File: src/hw/sprite.hex
// 8x8 sprite image, one image row per line, top row first
// columns are eight palette indices left to right, 0 shows the map
0 0 d d d d 0 0
0 d e e e e d 0
d e c 8 8 c e d
d e c 8 8 c e d
d e e e e e e d
0 d e 7 7 e d 0
0 0 d 7 7 d 0 0
0 0 7 0 0 7 0 0

File: src/hw/viewPkg.sv
/*
 * Map viewer shared definitions.
 * Widths with a meaning, keyboard usage codes, screen window and
 * map geometry, sprite box limits and the background palette.
 */
package viewPkg;

    // --------------------
    // vector types
    // screen, map or camera coordinate
    typedef logic [9:0] coordT;
    // keyboard usage code
    typedef logic [7:0] keyT;
    // -1, 0 or +1 along one axis
    typedef logic signed [1:0] stepT;
    // colour nibble or palette index
    typedef logic [3:0] nibT;
    // output colour channel
    typedef logic [7:0] chanT;
    // packed palette entry, red in the top nibble
    typedef logic [11:0] rgb12T;

    // --------------------
    // usage codes for the four movement keys
    localparam keyT KeyA = 8'h04;
    localparam keyT KeyD = 8'h07;
    localparam keyT KeyW = 8'h1A;
    localparam keyT KeyS = 8'h16;

    // game window on the 640x480 screen
    localparam coordT WinX0 = 10'd80;
    localparam coordT WinY0 = 10'd80;
    localparam coordT WinW  = 10'd480;
    localparam coordT WinH  = 10'd320;

    // camera limits over the 480x320 map
    localparam coordT CamXMax = 10'd240;
    localparam coordT CamYMax = 10'd160;

    // sprite box and centre, screen coordinates
    localparam coordT SprXMin = 10'd100;
    localparam coordT SprXMax = 10'd539;
    localparam coordT SprXCtr = 10'd320;
    localparam coordT SprYMin = 10'd100;
    localparam coordT SprYMax = 10'd379;
    localparam coordT SprYCtr = 10'd240;

    // sprite image side, each pixel drawn 2x2
    localparam int SprSize = 8;
    // 16 map pixels per tile
    localparam int TileShift = 4;
    // sprite index that lets the map show through
    localparam nibT Transparent = 4'd0;

    // --------------------
    // shared by the map tiles and the sprite
    localparam rgb12T palette [16] = '{
        12'h000, 12'h2A3, 12'h3B4, 12'h4C5,
        12'h6D3, 12'h8C4, 12'hA95, 12'h864,
        12'h27C, 12'h39D, 12'hCC8, 12'hEDA,
        12'hFFF, 12'hF44, 12'hFC6, 12'h555
    };

endpackage

File: src/hw/axisMotion.sv
/*
 * Axis motion.
 * Camera and sprite position for one axis, one move per frame tick.
 * The camera scrolls only while the sprite sits on the centre,
 * otherwise the sprite walks inside its box.
 */
`timescale 1ns/1ps

module axisMotion #(
    parameter viewPkg::coordT CamMax = viewPkg::CamXMax,
    parameter viewPkg::coordT SprMin = viewPkg::SprXMin,
    parameter viewPkg::coordT SprMax = viewPkg::SprXMax,
    parameter viewPkg::coordT SprCtr = viewPkg::SprXCtr
) (
    input  logic           Clock,
    input  logic           Reset,
    input  logic           frameTick,
    input  viewPkg::stepT  step,
    output viewPkg::coordT cam,
    output viewPkg::coordT spr
);
    import viewPkg::*;

    localparam int W = $bits(coordT);

    // one extra bit, a step below zero wraps high and fails the upper bound
    logic [W:0] stepWide;
    logic [W:0] camTry;
    logic [W:0] sprTry;
    logic       moving;
    logic       camMove;
    logic       sprMove;

    // --------------------
    // candidate positions
    assign stepWide = {{(W - 1){step[1]}}, step};
    assign camTry   = {1'b0, cam} + stepWide;
    assign sprTry   = {1'b0, spr} + stepWide;
    assign moving   = (step != stepT'(0));

    // scroll from the exact centre only, camera within 0..CamMax
    assign camMove = moving && (spr == SprCtr) && (camTry <= {1'b0, CamMax});

    // otherwise walk, clamped to the box
    assign sprMove = moving && (sprTry >= {1'b0, SprMin})
                            && (sprTry <= {1'b0, SprMax});

    // --------------------
    // position registers
    always_ff @(posedge Clock or posedge Reset) begin
        if (Reset) begin
            cam <= '0;
            spr <= SprCtr;
        end else if (frameTick) begin
            if (camMove) begin
                cam <= camTry[W-1:0];
            end else if (sprMove) begin
                spr <= sprTry[W-1:0];
            end
        end
    end

endmodule

File: src/hw/keyLatch.sv
/*
 * Key receiver.
 * Four-phase req/ack slave towards the keyboard controller. Holds
 * the last key handed over and decodes it into one step per axis.
 */
`timescale 1ns/1ps

module keyLatch (
    input  logic          Clock,
    input  logic          Reset,
    input  logic          keyReq,
    input  viewPkg::keyT  keyCode,
    output logic          keyAck,
    output viewPkg::stepT stepX,
    output viewPkg::stepT stepY
);
    import viewPkg::*;

    typedef enum logic {Idle, Acked} stateT;

    stateT state;
    // key stays held until the next exchange
    keyT   heldKey;

    // --------------------
    // handshake FSM
    always_ff @(posedge Clock or posedge Reset) begin
        if (Reset) begin
            state   <= Idle;
            // no key held
            heldKey <= '0;
        end else begin
            case (state)
                Idle: begin
                    // capture on the way into Acked
                    if (keyReq) begin
                        state   <= Acked;
                        heldKey <= keyCode;
                    end
                end
                Acked: begin
                    // wait for the controller to drop req
                    if (!keyReq) begin
                        state <= Idle;
                    end
                end
                default: state <= Idle;
            endcase
        end
    end

    assign keyAck = (state == Acked);

    // --------------------
    // single key decode, anything else stands still
    always_comb begin
        stepX = stepT'(0);
        stepY = stepT'(0);
        case (heldKey)
            KeyA: stepX = stepT'(-1);
            KeyD: stepX = stepT'(1);
            KeyW: stepY = stepT'(-1);
            KeyS: stepY = stepT'(1);
            default: ;
        endcase
    end

endmodule

File: src/hw/mapViewer.sv
/*
 * Map viewer top level.
 * Key receiver, x and y motion units and the pixel path
 * for a scrolling 480x320 map on a 640x480 display.
 */
`timescale 1ns/1ps

module mapViewer (
    input  logic           Clock,
    input  logic           Reset,
    input  logic           keyReq,
    input  viewPkg::keyT   keyCode,
    output logic           keyAck,
    input  logic           frameTick,
    input  viewPkg::coordT drawX,
    input  viewPkg::coordT drawY,
    input  logic           videoOn,
    output viewPkg::chanT  red,
    output viewPkg::chanT  green,
    output viewPkg::chanT  blue,
    output viewPkg::coordT camX,
    output viewPkg::coordT camY,
    output viewPkg::coordT sprX,
    output viewPkg::coordT sprY
);
    import viewPkg::*;

    stepT stepX;
    stepT stepY;
    logic sprHit;
    nibT  sprIndex;

    // --------------------
    // key handover and decode
    keyLatch i_keyLatch (
        .Clock   (Clock),
        .Reset   (Reset),
        .keyReq  (keyReq),
        .keyCode (keyCode),
        .keyAck  (keyAck),
        .stepX   (stepX),
        .stepY   (stepY)
    );

    // horizontal camera and sprite
    axisMotion #(
        .CamMax (CamXMax),
        .SprMin (SprXMin),
        .SprMax (SprXMax),
        .SprCtr (SprXCtr)
    ) i_axisX (
        .Clock     (Clock),
        .Reset     (Reset),
        .frameTick (frameTick),
        .step      (stepX),
        .cam       (camX),
        .spr       (sprX)
    );

    // vertical camera and sprite
    axisMotion #(
        .CamMax (CamYMax),
        .SprMin (SprYMin),
        .SprMax (SprYMax),
        .SprCtr (SprYCtr)
    ) i_axisY (
        .Clock     (Clock),
        .Reset     (Reset),
        .frameTick (frameTick),
        .step      (stepY),
        .cam       (camY),
        .spr       (sprY)
    );

    // --------------------
    // pixel path
    spriteUnit i_spriteUnit (
        .drawX    (drawX),
        .drawY    (drawY),
        .sprX     (sprX),
        .sprY     (sprY),
        .sprHit   (sprHit),
        .sprIndex (sprIndex)
    );

    pixelComposer i_pixelComposer (
        .Clock    (Clock),
        .Reset    (Reset),
        .drawX    (drawX),
        .drawY    (drawY),
        .camX     (camX),
        .camY     (camY),
        .videoOn  (videoOn),
        .sprHit   (sprHit),
        .sprIndex (sprIndex),
        .red      (red),
        .green    (green),
        .blue     (blue)
    );

endmodule

File: src/hw/pixelComposer.sv
/*
 * Pixel composer.
 * Window test, tiled background index, sprite overlay, palette
 * lookup and the registered 8-bit RGB output.
 */
`timescale 1ns/1ps

module pixelComposer (
    input  logic           Clock,
    input  logic           Reset,
    input  viewPkg::coordT drawX,
    input  viewPkg::coordT drawY,
    input  viewPkg::coordT camX,
    input  viewPkg::coordT camY,
    input  logic           videoOn,
    input  logic           sprHit,
    input  viewPkg::nibT   sprIndex,
    output viewPkg::chanT  red,
    output viewPkg::chanT  green,
    output viewPkg::chanT  blue
);
    import viewPkg::*;

    logic  inWin;
    coordT relX;
    coordT relY;
    coordT mapX;
    coordT mapY;
    coordT tileSum;
    nibT   bgIndex;
    nibT   pixIndex;
    rgb12T colour;

    // --------------------
    // 480x320 window at 80,80
    assign inWin = (drawX >= WinX0) && (drawX < WinX0 + WinW)
                && (drawY >= WinY0) && (drawY < WinY0 + WinH);

    // window relative, halved for 2x scale, then shifted by the camera
    assign relX = drawX - WinX0;
    assign relY = drawY - WinY0;
    assign mapX = (relX >> 1) + camX;
    assign mapY = (relY >> 1) + camY;

    // checker-like diagonal bands, tile col plus tile row
    assign tileSum = (mapX >> TileShift) + (mapY >> TileShift);
    assign bgIndex = tileSum[3:0];

    // --------------------
    // overlay and palette
    assign pixIndex = sprHit ? sprIndex : bgIndex;
    assign colour   = palette[pixIndex];

    // one pixel in flight, black outside the window or in blanking
    always_ff @(posedge Clock or posedge Reset) begin
        if (Reset) begin
            red   <= '0;
            green <= '0;
            blue  <= '0;
        end else if (videoOn && inWin) begin
            // nibble widened with four zero bits
            red   <= {colour[11:8], 4'b0000};
            green <= {colour[7:4], 4'b0000};
            blue  <= {colour[3:0], 4'b0000};
        end else begin
            red   <= '0;
            green <= '0;
            blue  <= '0;
        end
    end

endmodule

File: src/hw/spriteUnit.sv
/*
 * Sprite unit.
 * Hit test of the current pixel against the 16x16 sprite square,
 * image lookup at half resolution and the transparency flag.
 */
`timescale 1ns/1ps

module spriteUnit (
    input  viewPkg::coordT drawX,
    input  viewPkg::coordT drawY,
    input  viewPkg::coordT sprX,
    input  viewPkg::coordT sprY,
    output logic           sprHit,
    output viewPkg::nibT   sprIndex
);
    import viewPkg::*;

    // bits of one image row or column address
    localparam int IdxW = $clog2(SprSize);

    // 8x8 image, row major
    nibT   image [SprSize * SprSize];

    coordT offX;
    coordT offY;
    logic  inBox;

    initial begin
        $readmemh("/design/src/hw/sprite.hex", image);
    end

    // --------------------
    // offsets from the square's top left corner
    // left of the square wraps to a large value
    assign offX = drawX - sprX + coordT'(SprSize);
    assign offY = drawY - sprY + coordT'(SprSize);

    // square is sprX-8 .. sprX+7 by sprY-8 .. sprY+7
    assign inBox = (offX < coordT'(2 * SprSize)) && (offY < coordT'(2 * SprSize));

    // --------------------
    // image read, offset halved for the 2x draw
    assign sprIndex = image[{offY[IdxW:1], offX[IdxW:1]}];

    // transparent pixels let the background through
    assign sprHit = inBox && (sprIndex != Transparent);

endmodule

File: config.mk
export PLATFORM = sky130hd
export DESIGN_NAME = mapViewer
export DESIGN_NICKNAME = d
export VERILOG_FILES = /design/src/hw/viewPkg.sv /design/src/hw/axisMotion.sv /design/src/hw/keyLatch.sv /design/src/hw/mapViewer.sv /design/src/hw/pixelComposer.sv /design/src/hw/spriteUnit.sv
export SDC_FILE = /design/constraint.sdc
export NUM_CORES = 1
export LEC_CHECK = 0
export BUFFER_PORTS_ARGS = -buffer_cell sky130_fd_sc_hd__buf_2
export CORE_ASPECT_RATIO = 0.75
export CORE_UTILIZATION = 57
export DETAILED_ROUTE_END_ITERATION = 10
export GPL_TIMING_DRIVEN = 0
export PLACE_DENSITY = 0.81
export SLEW_MARGIN = 20
export SYNTH_ARGS = -nofsm -noshare
export SYNTH_HDL_FRONTEND = slang
export SYNTH_SLANG_ARGS = --single-unit
File: constraint.sdc
create_clock -name Clock -period 6.1 [get_ports Clock]
set_input_delay 0.61 -clock Clock [delete_from_list [all_inputs] [get_ports Clock]]
set_output_delay 0.61 -clock Clock [all_outputs]
set_load 0.1 [all_outputs]
**After elaboration in Yosys (flattened, before gate mapping)**

Memories as Yosys holds them, arrays and structs flattened.
Index checks and enable logic that the tools add are counted.

- ROM bits: 192
- Word-level logic and storage cells: 77
- Register bits after elaboration: 73
- Output and inout bits: 65
- Memories kept: 1

- Reduce and logical (&&, ||, !) cells: 22
- Equality and inequality tests: 6
- Multiplexer cells: 9
- $lt $le $gt $ge: 13
- Add/sub/neg operators: 13
- Bitwise logic cells: 4

Memories:

| name | depth | bits a word | rd ports | clocked after memory_dff | wr ports | RTL line | source |
|---|---|---|---|---|---|---|---|
| (no name shown) | 16 | 12 | 1 | 0 | 0 | pixelComposer.sv:52 | `assign colour = palette[pixIndex];` |

Operators with widths:

| kind | number |
|---|---|
| $add A10 B11 Y11 | 4 |
| $mux W12 | 2 |
| $mux W8 | 3 |
| $ge A11 B7 Y1 const B | 2 |
| $le A11 B8 Y1 const B | 2 |
| $add A10 B4 Y10 const B | 2 |
| $ge A10 B7 Y1 const B | 2 |
| $lt A10 B5 Y1 const B | 2 |
| $sub A10 B10 Y10 | 2 |
| $sub A9 B7 Y9 const B | 2 |
| $add A8 B8 Y8 | 2 |
| $eq A8 B3 Y1 const B | 2 |
| $eq A8 B5 Y1 const B | 2 |
| $logic_and A1 B1 Y1 | 14 |
| $le A11 B10 Y1 const B | 1 |
| $le A11 B9 Y1 const B | 1 |
| $eq A10 B8 Y1 const B | 1 |
| $eq A10 B9 Y1 const B | 1 |
| $lt A10 B10 Y1 const B | 1 |
| $lt A10 B9 Y1 const B | 1 |
| $pmux W2 S2 | 2 |
| $reduce_and A2 Y1 | 3 |
| $reduce_and A3 Y1 | 2 |
| $ge A5 B5 Y1 const B | 1 |
| other kinds (7) | 10 |

**Depth between registers and ports, before layout**

Gate-level depths: netlist of the first run.

- Word-level depth: 11
- Gate-level depth with buffers: 16

**By module**

A second synthesis of the first run with hierarchy kept.

- Cells, all modules: 601
- Area, all modules: 5916.9 um^2

By module, submodules not included:

| module | times used | cells an instance | area an instance (um^2) |
|---|---|---|---|
| axisMotion at i_axisY | 1 | 182 | 1869.3 |
| axisMotion at i_axisX | 1 | 185 | 1840.5 |
| pixelComposer | 1 | 197 | 1731.7 |
| keyLatch | 1 | 31 | 434.2 |
| spriteUnit | 1 | 6 | 41.3 |

**Least setup slack after synthesis of the first run**

No wires, ideal clock.

- Path type: flip-flop to flip-flop
- Start: reg i_keyLatch.heldKey[0]
- End: reg i_axisX.cam[1]
- Library setup time: 0.126 ns
- Arrival time: 4.285 ns
- Stages on the path, launching flop included: 16
- Setup slack: 1.689 ns
- Data required time: 5.974 ns
- Path through: dfrtp_1 -> or2_2 -> or4_1 -> clkbuf_1 -> inv_1 -> ha_1 -> clkbuf_1 -> and3_1 -> a221oi_1 -> xnor2_1 -> nand2_1 -> or3_1 -> o2111ai_1 -> or2_2 -> buf_2 -> mux2_2

- Longest elaborated chain between the ends: 6
- Elaborated cells on any way between the ends: 9
- Classes of those cells: 1 x add/sub; 1 x order compare; 2 x eq/ne; 1 x mux; 4 x reduce/logical

RTL lines:

| item | RTL line | source |
|---|---|---|
| start: declaration | keyLatch.sv:23 | `keyT heldKey;` |
| start signal: assignment | keyLatch.sv:38 | `heldKey <= keyCode;` |
| $eq A8 B3 Y1 | keyLatch.sv:59 | `case (heldKey)` |
| $pmux W2 S2 * | keyLatch.sv:59 |  |
| $add A10 B11 Y11 / $reduce_bool A2 Y1 (equally long branches) | axisMotion.sv:37, axisMotion.sv:39 |  |
| $le A11 B8 Y1 / $logic_and A1 B1 Y1 (equally long branches) | axisMotion.sv:42 | `assign camMove = moving && (spr == SprCtr) && (camTry <= {1'b0, CamMax});` |
| $logic_and A1 B1 Y1 | axisMotion.sv:42 |  |
| $reduce_and A2 Y1 (no source line) | -- |  |
| end signal: assignment | axisMotion.sv:56 | `cam <= camTry[W-1:0];` |
| end: declaration | axisMotion.sv:19 | `output viewPkg::coordT cam,` |

Every way passes the cells marked *; elsewhere a longest branch is shown, timed or not.
A chain may end at the register's enable or synchronous reset.

**Final worst setup path of the first run**

- Start: reg i_keyLatch.heldKey[0]
- End: reg i_axisX.spr[0]

- Longest elaborated chain between the ends: 7
- Elaborated cells on any way between the ends: 15
- Classes of those cells: 2 x add/sub; 3 x order compare; 2 x eq/ne; 1 x mux; 1 x bitwise; 6 x reduce/logical

RTL lines:

| item | RTL line | source |
|---|---|---|
| $eq A8 B3 Y1 | keyLatch.sv:59 |  |
| $pmux W2 S2 * | keyLatch.sv:59 |  |
| $add A10 B11 Y11, or another cell as far along | axisMotion.sv:38 | `assign sprTry = {1'b0, spr} + stepWide;` |
| $ge A11 B7 Y1, or another cell as far along | axisMotion.sv:45 | `assign sprMove = moving && (sprTry >= {1'b0, SprMin})` |
| $logic_and A1 B1 Y1 (on tied branches) | axisMotion.sv:45, axisMotion.sv:42 |  |
| $logic_and A1 B1 Y1 / $not A1 Y1 (equally long branches) | -- |  |
| $reduce_and A3 Y1 (no source line) | -- |  |
| end signal: assignment | axisMotion.sv:53 | `spr <= SprCtr;` |
| end signal: assignment | axisMotion.sv:58 | `spr <= sprTry[W-1:0];` |
| end: declaration | axisMotion.sv:20 | `output viewPkg::coordT spr` |

Marked as above.

==> flow_summary_export.csv, run 1 <==
group,metric,value,unit
cts,cts_buffer_depth,2,
setup_path,endpoint_kind,"register",
cts,post_cts_buffers,0,
die,core_area,9050,µm²
layout,multiInputGateArea,3560,µm²
hold_path,hold_class,"in -> async",
drt,drtIter0Drc,210,
sta,slew_viol_final,0,
die,start_util,58.9,%
sta,hold_ws,0.182,ns
grt,antenna_found_initial,0,
cts,clk-insertion-delay-late,0.33,ns
synth,ys_ff_latch,61,
cts,clock-root-buffer,"clkbuf_16",
synth,synth_cell_types,71,
layout,antenna_cells,0,
sta,skew,0.00682,ns
sta,tightest_slew,0.801,ns
setup_path,cp.arrival,5.34,ns
layout,nets,766,
grt,grt_max_degree,51,
cts,cts.htree.levels,3,
die,die_area,9740,µm²
pwr,powerDensity,216,nW/µm²
cts,cts-resized-gates,0,
die,die_w,114,µm
synth,ys_seq_area_share,28.8,%
cts,clkSlewWorstSetupHoldPaths,0.06,ns
placed_design,io_buffer_count,85,
placed_design,dp_hpwl,9510,µm
drt,via_count,4582,
synth,synth-edff-count,0,
pwr,internal-power,0.878,mW
cts,cts_tree,"built",
setup_path,critPathLaunchType,"register",
layout,syn2layout_area_growth,18.1,%
sta,finalSetupViolCount,0,
setup_path,rrSetupSlack,0.98,ns
drt,drc,0,
job,drv_cap,0,
synth,synthCells,552,
synth,syn-cell-area,5330,µm²
sta,period_share,83.9,%
grt,grt_use_total,26.7,%
layout,ff_latch_area,1530,µm²
grt,grt_first_pass_wirelength,20500,µm
grt,grt_pass1_vias,4425,
pwr,swShare,35.4,%
drt,dr.pass1.iters,5,
die,die_y,85.7,µm
layout,layout_commonest_cell,"buf_2",
layout,fill_cells,685,
outcome,status,"finished, final reports clean",
synth,yosysWarnings,0,
sta,hold_viol_final,0,
pwr,leakage,3.37,nW
drt,wl_per_cell,15.5,µm
layout,drive_gt1_share,26.9,%
setup_path,ff2ff_path_depth,13,
sta,max_freq,0.195,GHz
cts,cts.sinks,61,
drt,viasPerCell,5.77,
synth,postSynthAreaPerCell,9.65,µm²
pwr,p_comb_share,30.7,%
sta,min_period,5.12,ns
sta,tns,0,ns
setup_path,criticalPathCategory,"reg -> reg",
drt,ant_nets,0,
pwr,power.switching,0.481,mW
cts,cts_hold_buffers,0,
setup_path,required,6.32,ns
die,num_io_pins,98,
placed_design,gp_congestion,0.939,
synth,async_flop_share,100,%
sta,rsz0062_at_grt,"no",
cts,numCtsBuffers,9,
setup_path,critPathMaxFanout,20,
sta,timing.slew.headroom,46.6,%
layout,mostFrequentLayoutCells,"86 x buf_2, 67 x ha_1, 55 x dfrtp_1",
grt,gr-total-overflow,0,
die,rows,30,
drt,finalWirelength,12300,µm
pwr,ir_drop,0.170,mV
pwr,p_seq_share,31.6,%
synth,synth_ff_type,"dfrtp_1",
pwr,clkPwrFrac,37.7,%
==> worst max-delay path, cell delays in order, from the launching register on <==
cell and delay [ns]:
dfrtp_1 0.42, or2_2 0.35, or4_1 0.50, clkbuf_1 0.17
inv_1 0.59, ha_1 0.42, a21oi_1 0.24, o22ai_1 0.14
o41ai_1 0.49, o21ai_0 0.25, xnor2_1 0.18, nor4_1 0.51
o211ai_2 0.36, mux2_2 0.38
==> logic make-up (layout without fill, tap and decap cells) <==
| kind of cell | after synthesis | in the layout | share of synthesized area (%) |
|---|---|---|---|
| AOI/OAI and AO/OA | 147 | 147 | 19.2 |
| and+or+nand+nor | 124 | 124 | 12.3 |
| adders and majority gates | 72 | 72 | 17.6 |
| DFF | 61 | 61 | 28.8 |
| buffers and inverters | 58 | 161 | 5.17 |
| xor gates and xnor gates | 46 | 46 | 7.82 |
| muxes | 43 | 43 | 8.95 |
| other | 1 | 12 | 0.0704 |
==> final timing paths <==
kind	start	end
min	Reset	i_axisX.spr[2]$_DFFE_PP0P_
min in group Clock	keyReq	i_keyLatch.keyAck$_DFF_PP0_
max	i_keyLatch.heldKey[0]$_DFFE_PP0P_	i_axisX.spr[0]$_DFFE_PP0P_
max reg2reg	i_keyLatch.heldKey[0]$_DFFE_PP0P_	i_axisX.spr[0]$_DFFE_PP0P_
min reg2reg	i_keyLatch.heldKey[6]$_DFFE_PP0P_	i_keyLatch.heldKey[6]$_DFFE_PP0P_
max in group asynchronous	Reset	i_axisY.spr[7]$_DFFE_PP1P_
==> metal layers <==
metal	up-vias	wire length (µm)	global-route usage (%)
li1	2238	-	-
met1	2162	5730	34.2
met2	152	5680	44.1
met3	30	612	5.72
met4	0	320	10.8
met5	-	0	0
==> synth_stat cells (5+ instances only) <==
cell      number  share of area [%]
a211oi_1      13                1.8
a21o_1        13                1.8
a21oi_1       36                3.4
a31oi_1        7               0.82
and2_1         5               0.59
buf_4         13                1.8
clkbuf_1       8               0.56
dfrtp_1       55                 26
dfstp_2        6                3.0
fa_1           5                1.9
ha_1          67                 16
inv_1         35                2.5
mux2_2        37                7.8
mux2i_1        6                1.1
nand2_1       22                1.6
nand2b_1       5               0.59
nand3_1        9               0.85
nor2_1        34                2.4
nor2b_1        6               0.70
nor3_1         8               0.75
nor4_1         7               0.82
o21ai_0       28                2.6
o21bai_1       7               0.99
xnor2_1       26                4.3
xor2_1        19                3.1
==> per-stage QoR <==
step	std cells	util [%]	setup WS [ns]	power, mW	instance area, µm²
5_1_grt	794	69.5	0.627	1.41	6290
6_report	794	69.5	0.980	1.36	6290
3_3_place_gp	776	65.8	0.774	0.825	5950
2_1_floorplan	563	-	1.69	0.759	5370
4_1_cts	794	69.5	1.05	1.36	6290
3_5_place_dp	778	66.2	1.10	0.844	5990
==> flip-flops by register name, summed over array words and instances, names as in the netlist <==
name and cells:
i_axisX.cam 10, i_axisX.spr 10, i_axisY.cam 10, i_axisY.spr 10, i_keyLatch.heldKey 8, i_pixelComposer.blue 4
i_pixelComposer.green 4, i_pixelComposer.red 4, i_keyLatch.keyAck 1
==> power by group through the flow <==
stage	sequential [mW]	combinational, mW	clock (mW)
finish	0.429	0.417	0.513
global route	0.431	0.449	0.532
CTS	0.429	0.409	0.520
detailed placement	0.436	0.407	0
global placement	0.435	0.390	0
floorplan	0.490	0.269	0
==> layout make-up <==
class | count | area share (%)
Timing Repair Buffer | 87 | 7.26
Multi-Input combinational cell | 444 | 56.6
Clock inverter | 5 | 0.935
Tap cell | 128 | 2.55
Inverter | 35 | 2.13
Buffer | 23 | 2.29
Sequential cell | 61 | 24.4
Clock buffer | 11 | 3.86
Note: power is estimated with default switching activity, not from simulation.
==> run 2, diff against run 1 <==
==> constraint.sdc (replaced) <==
create_clock -name Clock -period 5.32 [get_ports Clock]
set_input_delay 0.532 -clock Clock [delete_from_list [all_inputs] [get_ports Clock]]
set_output_delay 0.532 -clock Clock [all_outputs]
set_load 0.1 [all_outputs]
==> run 2 against run 1 <==
Net effect:
- clock skew about the same
- wire length about the same
- hold slack got worse by 0.076 ns
- die area unchanged
- critical endpoint is now i_axisY.spr[0]$_DFFE_PP0P_
- largest power group unchanged
==> flow_summary_export.csv, run 2 (synthesized netlist as in run 1, its figures left out) <==
group,metric,value,unit
setup_path,required,5.54,ns
die,num_io_pins,98,
pwr,p_seq_share,31.6,%
grt,grt_use_total,26.7,%
die,die_y,85.7,µm
sta,slew_viol_final,0,
placed_design,gp_congestion,0.939,
sta,period_share,94.4,%
setup_path,critPathMaxFanout,20,
cts,cts.sinks,61,
outcome,status,"finished, final reports clean",
hold_path,hold_class,"in -> async",
placed_design,io_buffer_count,85,
sta,skew,0.00691,ns
cts,cts.htree.levels,3,
setup_path,cp_slowest_cell,"a2111oi_4",
pwr,swShare,35.3,%
drt,wl_per_cell,15.5,µm
grt,grt_first_pass_wirelength,20500,µm
pwr,leakage,3.36,nW
pwr,clkPwrFrac,37.8,%
pwr,ir_drop,0.195,mV
setup_path,criticalPathCategory,"reg -> reg",
setup_path,cp.arrival,5.24,ns
sta,hold_viol_final,0,
sta,hold_ws,0.106,ns
setup_path,endpoint_kind,"register",
setup_path,critPathLaunchType,"register",
cts,cts_tree,"built",
grt,grt_pass1_vias,4425,
drt,via_count,4566,
layout,drive_gt1_share,27.0,%
pwr,internal-power,1.01,mW
placed_design,dp.cells,778,
cts,cts_buffer_depth,2,
pwr,powerDensity,247,nW/µm²
job,drv_cap,0,
setup_path,cp_cell_sequence,"or3_4 -> or4_1 -> buf_4 -> inv_1 -> ha_1 -> buf_6 -> a211oi_1 -> a31oi_1 -> nor2_1 -> o31ai_1 -> a2111oi_4 -> mux2_2",
pwr,power.switching,0.550,mW
die,rows,30,
die,die_area,9740,µm²
sta,tightest_slew,0.801,ns
grt,antenna_found_initial,0,
die,core_area,9050,µm²
grt,gr-total-overflow,0,
sta,timing.slew.headroom,46.6,%
grt,grt_max_degree,51,
drt,drtIter0Drc,244,
drt,viasPerCell,5.75,
die,die_w,114,µm
cts,post_cts_buffers,0,
drt,drc,0,
setup_path,max_stage_delay,0.77,ns
cts,numCtsBuffers,9,
cts,clk-insertion-delay-late,0.33,ns
layout,antenna_cells,0,
layout,mostFrequentLayoutCells,"86 x buf_2, 67 x ha_1, 55 x dfrtp_1",
layout,fin_cells,794,
cts,clock-root-buffer,"clkbuf_16",
drt,finalWirelength,12300,µm
layout,syn2layout_area_growth,18.2,%
sta,tns,0,ns
pwr,p_comb_share,30.6,%
layout,nets,766,
sta,max_freq,0.199,GHz
drt,ant_nets,0,
layout,fin_area,6290,µm²
layout,layout_commonest_cell,"buf_2",
sta,finalSetupViolCount,0,
placed_design,dp_hpwl,9510,µm
die,start_util,58.9,%
cts,clkSlewWorstSetupHoldPaths,0.06,ns
drt,dr.pass1.iters,4,
sta,rsz0062_at_grt,"no",
sta,min_period,5.02,ns
placed_design,place_area,5990,µm²
[run 2: timing repair]
action                                  in CTS  in global routing
endpoints found under the setup margin       0                 16
resized for setup                            0                  1
hold buffers                                 0                  0
endpoints found under the hold margin        0                  0
[run 2: critical path: cells and delay by family (launching register included)]
family | cells | cell delay, ns
AOI/OAI and AO/OA | 4 | 1.64
buffers and inverters | 3 | 0.87
adders and majority gates | 1 | 0.37
and+or+nand+nor | 3 | 1.21
muxes | 1 | 0.41
DFF | 1 | 0.38
[run 2: worst paths after layout]
| path | cells after the start | slack (ns) | to | startpoint |
|---|---|---|---|---|
| min reg2reg | 1 | 0.51 | i_keyLatch.heldKey[6]$_DFFE_PP0P_ | i_keyLatch.heldKey[6]$_DFFE_PP0P_ |
| min in group Clock | 1 | 0.32 | i_keyLatch.keyAck$_DFF_PP0_ | keyReq |
| max | 12 | 0.30 | i_axisY.spr[0]$_DFFE_PP0P_ | i_keyLatch.heldKey[7]$_DFFE_PP0P_ |
| min | 2 | 0.11 | i_axisX.spr[2]$_DFFE_PP0P_ | Reset |
| max in group asynchronous | 3 | 4.68 | i_axisY.spr[7]$_DFFE_PP1P_ | Reset |
| max reg2reg | 12 | 0.30 | i_axisY.spr[0]$_DFFE_PP0P_ | i_keyLatch.heldKey[7]$_DFFE_PP0P_ |
[run 2: power groups by stage]
stage,Clock [mW],Sequential (mW),Combinational [mW]
after floorplan,0,0.562,0.309
after global placement,0,0.499,0.447
after detailed placement,0,0.500,0.467
after CTS,0.596,0.492,0.469
after global routing,0.610,0.494,0.515
final,0.588,0.492,0.477
[run 2: metrics by stage]
| step | worst slack (ns) | utilization, % | total power, mW |
|---|---|---|---|
| after global routing | 0.0523 | 69.6 | 1.62 |
| after detailed placement | 0.321 | 66.2 | 0.967 |
| final | 0.299 | 69.6 | 1.56 |
| after global placement | -0.00590 | 65.8 | 0.946 |
| after CTS | 0.266 | 69.5 | 1.56 |
| after floorplan | 0.909 | - | 0.871 |
[run 2: area by class of cell]
cell class,count,area [µm²]
multi-input cells,444,3560
fillers,683,2750
flip-flops and latches,61,1530
repair buffers,87,457
clock buffers,11,243
well taps,128,160
plain buffers,23,144
inverters,35,138
clock inverters,5,58.8
[run 2: layer usage]
metal | share of wire (%) | wire length [µm] | GRT usage [%]
met1 | 46 | 5730 | 34.2
met2 | 47 | 5760 | 44.1
met3 | 4.9 | 604 | 5.72
met4 | 2.1 | 257 | 10.8
met5 | 0 | 0 | 0
==> run 3, diff against run 2 <==
--- a/config.mk
+++ b/config.mk
@@ -5,12 +5,15 @@
 export SDC_FILE = /design/constraint.sdc
 export NUM_CORES = 1
 export LEC_CHECK = 0
-export BUFFER_PORTS_ARGS = -buffer_cell sky130_fd_sc_hd__buf_2
+export CELL_PAD_IN_SITES_DETAIL_PLACEMENT = 1
+export CELL_PAD_IN_SITES_GLOBAL_PLACEMENT = 1
 export CORE_ASPECT_RATIO = 0.75
-export CORE_UTILIZATION = 57
+export CORE_UTILIZATION = 50
 export DETAILED_ROUTE_END_ITERATION = 10
+export DONT_BUFFER_PORTS = 1
 export GPL_TIMING_DRIVEN = 0
-export PLACE_DENSITY = 0.81
+export PLACE_DENSITY_LB_ADDON = 0.1
+export RECOVER_POWER = 50
 export SLEW_MARGIN = 20
 export SYNTH_ARGS = -nofsm -noshare
 export SYNTH_HDL_FRONTEND = slang
==> run 3 against run 2 <==
Net effect:
- the run now ends with capacitance limit, slew limit left
- clock skew decreased by 0.00075 ns
- non-clock buffer count decreased by 86
- combinational power decreased by 19%
==> flow_summary_export.csv, run 3 (synthesized netlist as in run 1, its figures left out) <==
group,metric,value,unit
outcome,status,"complete, but fails checks",
sta,rsz0062_at_grt,"no",
sta,finalSetupViolCount,0,
setup_path,endpoint_kind,"register",
sta,hold_viol_final,0,
setup_path,required,5.54,ns
die,core_area,10300,µm²
cts,cts.sinks,61,
layout,syn2layout_area_growth,9.47,%
layout,nets,680,
hold_path,hold_start,"keyReq",
drt,dr.pass1.iters,4,
grt,gr-total-overflow,0,
sta,skew,0.00616,ns
die,die_y,91.4,µm
setup_path,cp_slowest_cell,"or4_1",
cts,cts_tree,"built",
sta,period_share,93.6,%
placed_design,gp_congestion,0.820,
layout,antenna_cells,0,
drt,ant_nets,0,
setup_path,critPathLaunch,"i_keyLatch.heldKey[0]$_DFFE_PP0P_",
sta,max_freq,0.201,GHz
cts,clock-root-buffer,"clkbuf_16",
placed_design,preCtsSetupSlack,0.138,ns
drt,viasPerCell,5.89,
die,rows,32,
setup_path,criticalPathCategory,"reg -> reg",
pwr,leakage,2.93,nW
layout,drive_gt1_share,15.2,%
layout,fill_cells,1163,
drt,via_count,4220,
drt,finalWirelength,13300,µm
setup_path,r2r-start,"i_keyLatch.heldKey[0]$_DFFE_PP0P_",
setup_path,rrSetupSlack,0.34,ns
placed_design,io_buffer_count,0,
die,start_util,51.6,%
cts,post_cts_buffers,0,
drt,wl_per_cell,18.6,µm
layout,multiInputGateArea,3560,µm²
placed_design,dp.cells,700,
sta,tightest_slew,2.17,ns
layout,fin_cells,716,
hold_path,hold_class,"in -> reg",
cts,clk-insertion-delay-late,0.34,ns
die,num_io_pins,98,
die,die_area,11100,µm²
layout,ff_latch_area,1530,µm²
pwr,ir_drop,0.176,mV
grt,grt_max_degree,40,
sta,timing.slew.headroom,-44.6,%
drt,drc,0,
setup_path,cp_cell_sequence,"or2_2 -> or4_1 -> clkbuf_1 -> clkinvlp_4 -> ha_1 -> clkbuf_1 -> and3_1 -> a221oi_1 -> xnor2_1 -> nand2_1 -> or3_1 -> o2111ai_1 -> or2_2 -> buf_2 -> mux2_2",
setup_path,cp.arrival,5.20,ns
setup_path,max_stage_delay,0.50,ns
cts,numCtsBuffers,9,
outcome,violations,"capacitance limit, slew limit",
sta,min_period,4.98,ns
die,die_w,121,µm
drt,drtIter0Drc,155,
layout,layout_commonest_cell,"ha_1",
grt,grt_pass1_vias,4400,
layout,mostFrequentLayoutCells,"67 x ha_1, 55 x dfrtp_1, 37 x mux2_2",
sta,slew_viol_final,40,
setup_path,critPathLaunchType,"register",
sta,setup_ws,0.340,ns
cts,cts.htree.levels,3,
setup_path,critPathMaxFanout,20,
grt,grt_first_pass_wirelength,22100,µm
grt,antenna_found_initial,0,
grt,grt_use_total,25.6,%
pwr,powerDensity,257,nW/µm²
placed_design,dp_hpwl,10500,µm
cts,clkSlewWorstSetupHoldPaths,0.05,ns
cts,cts_buffer_depth,2,
job,drv_cap,1,
==> run 3: changes by cell type in the layout (fill, tap and decap cells not counted), sizes merged <==
cell,before,now
buf,102,15
clkbuf,19,23
inv,35,32
bufinv,1,0
clkinv,1,2
==> run 3: timing repair <==
item	4_1_cts	5_1_grt
resized for setup	0	2
hold buffers	0	0
endpoints found under the setup margin	0	26
==> run 3: path summary, 6_finish.rpt <==
kind	end	cells after the start
max in group asynchronous	i_axisX.cam[1]$_DFFE_PP0P_	2
setup / recovery	i_axisX.cam[4]$_DFFE_PP0P_	15
min in group asynchronous	i_axisY.spr[0]$_DFFE_PP0P_	1
setup reg to reg	i_axisX.cam[4]$_DFFE_PP0P_	15
hold reg to reg	i_keyLatch.heldKey[5]$_DFFE_PP0P_	1
hold / removal	i_keyLatch.keyAck$_DFF_PP0_	0
==> run 3: worst max-delay path, delay by kind of cell, from the launching register on <==
family / cells / cell delay (ns)
AOI/OAI and AO/OA: 2 / 0.80
and+or+nand+nor: 6 / 1.71
buffers and inverters: 4 / 1.02
DFF: 1 / 0.44
adders and majority gates: 1 / 0.31
muxes: 1 / 0.36
xor gates and xnor gates: 1 / 0.21
==> run 3: final cells by class <==
class | count | area share [%]
timing repair buffer | 1 | 0.0644
clock buffer | 14 | 4.53
tap | 136 | 2.92
buffer | 23 | 2.47
inverter | 35 | 2.40
sequential | 61 | 26.3
multi-input combinational | 444 | 61.1
clock inverter | 2 | 0.172
==> run 3: power breakdown <==
group / total (mW) / switching (mW) / internal (mW)
sequential: 0.558 / 0.0775 / 0.481
clock: 0.551 / 0.211 / 0.339
combinational: 0.388 / 0.255 / 0.133
==> run 3: stage by stage <==
step           instance area, µm²  TNS [ns]  utilization, %  hold WS [ns]  total power, mW
2_1_floorplan                5370         0               -         0.482            0.871
3_3_place_gp                 5540     -1.70            53.6         0.491            0.935
3_5_place_dp                 5570         0            53.9         0.398            0.950
4_1_cts                      5840         0            56.5        0.0368             1.51
5_1_grt                      5830         0            56.4         0.213             1.57
6_report                     5830         0            56.4         0.225             1.50
==> run 3: layer usage <==
layer | part of all wire (%) | GRT usage, % | vias to the layer above | routed length, µm
met2 | 46 | 41.0 | 93 | 6110
met4 | 0.79 | 6.89 | 0 | 105
met3 | 5.5 | 7.29 | 10 | 730
met1 | 48 | 33.5 | 2058 | 6370
met5 | 0 | 0 | - | 0
li1 | - | - | 2059 | -
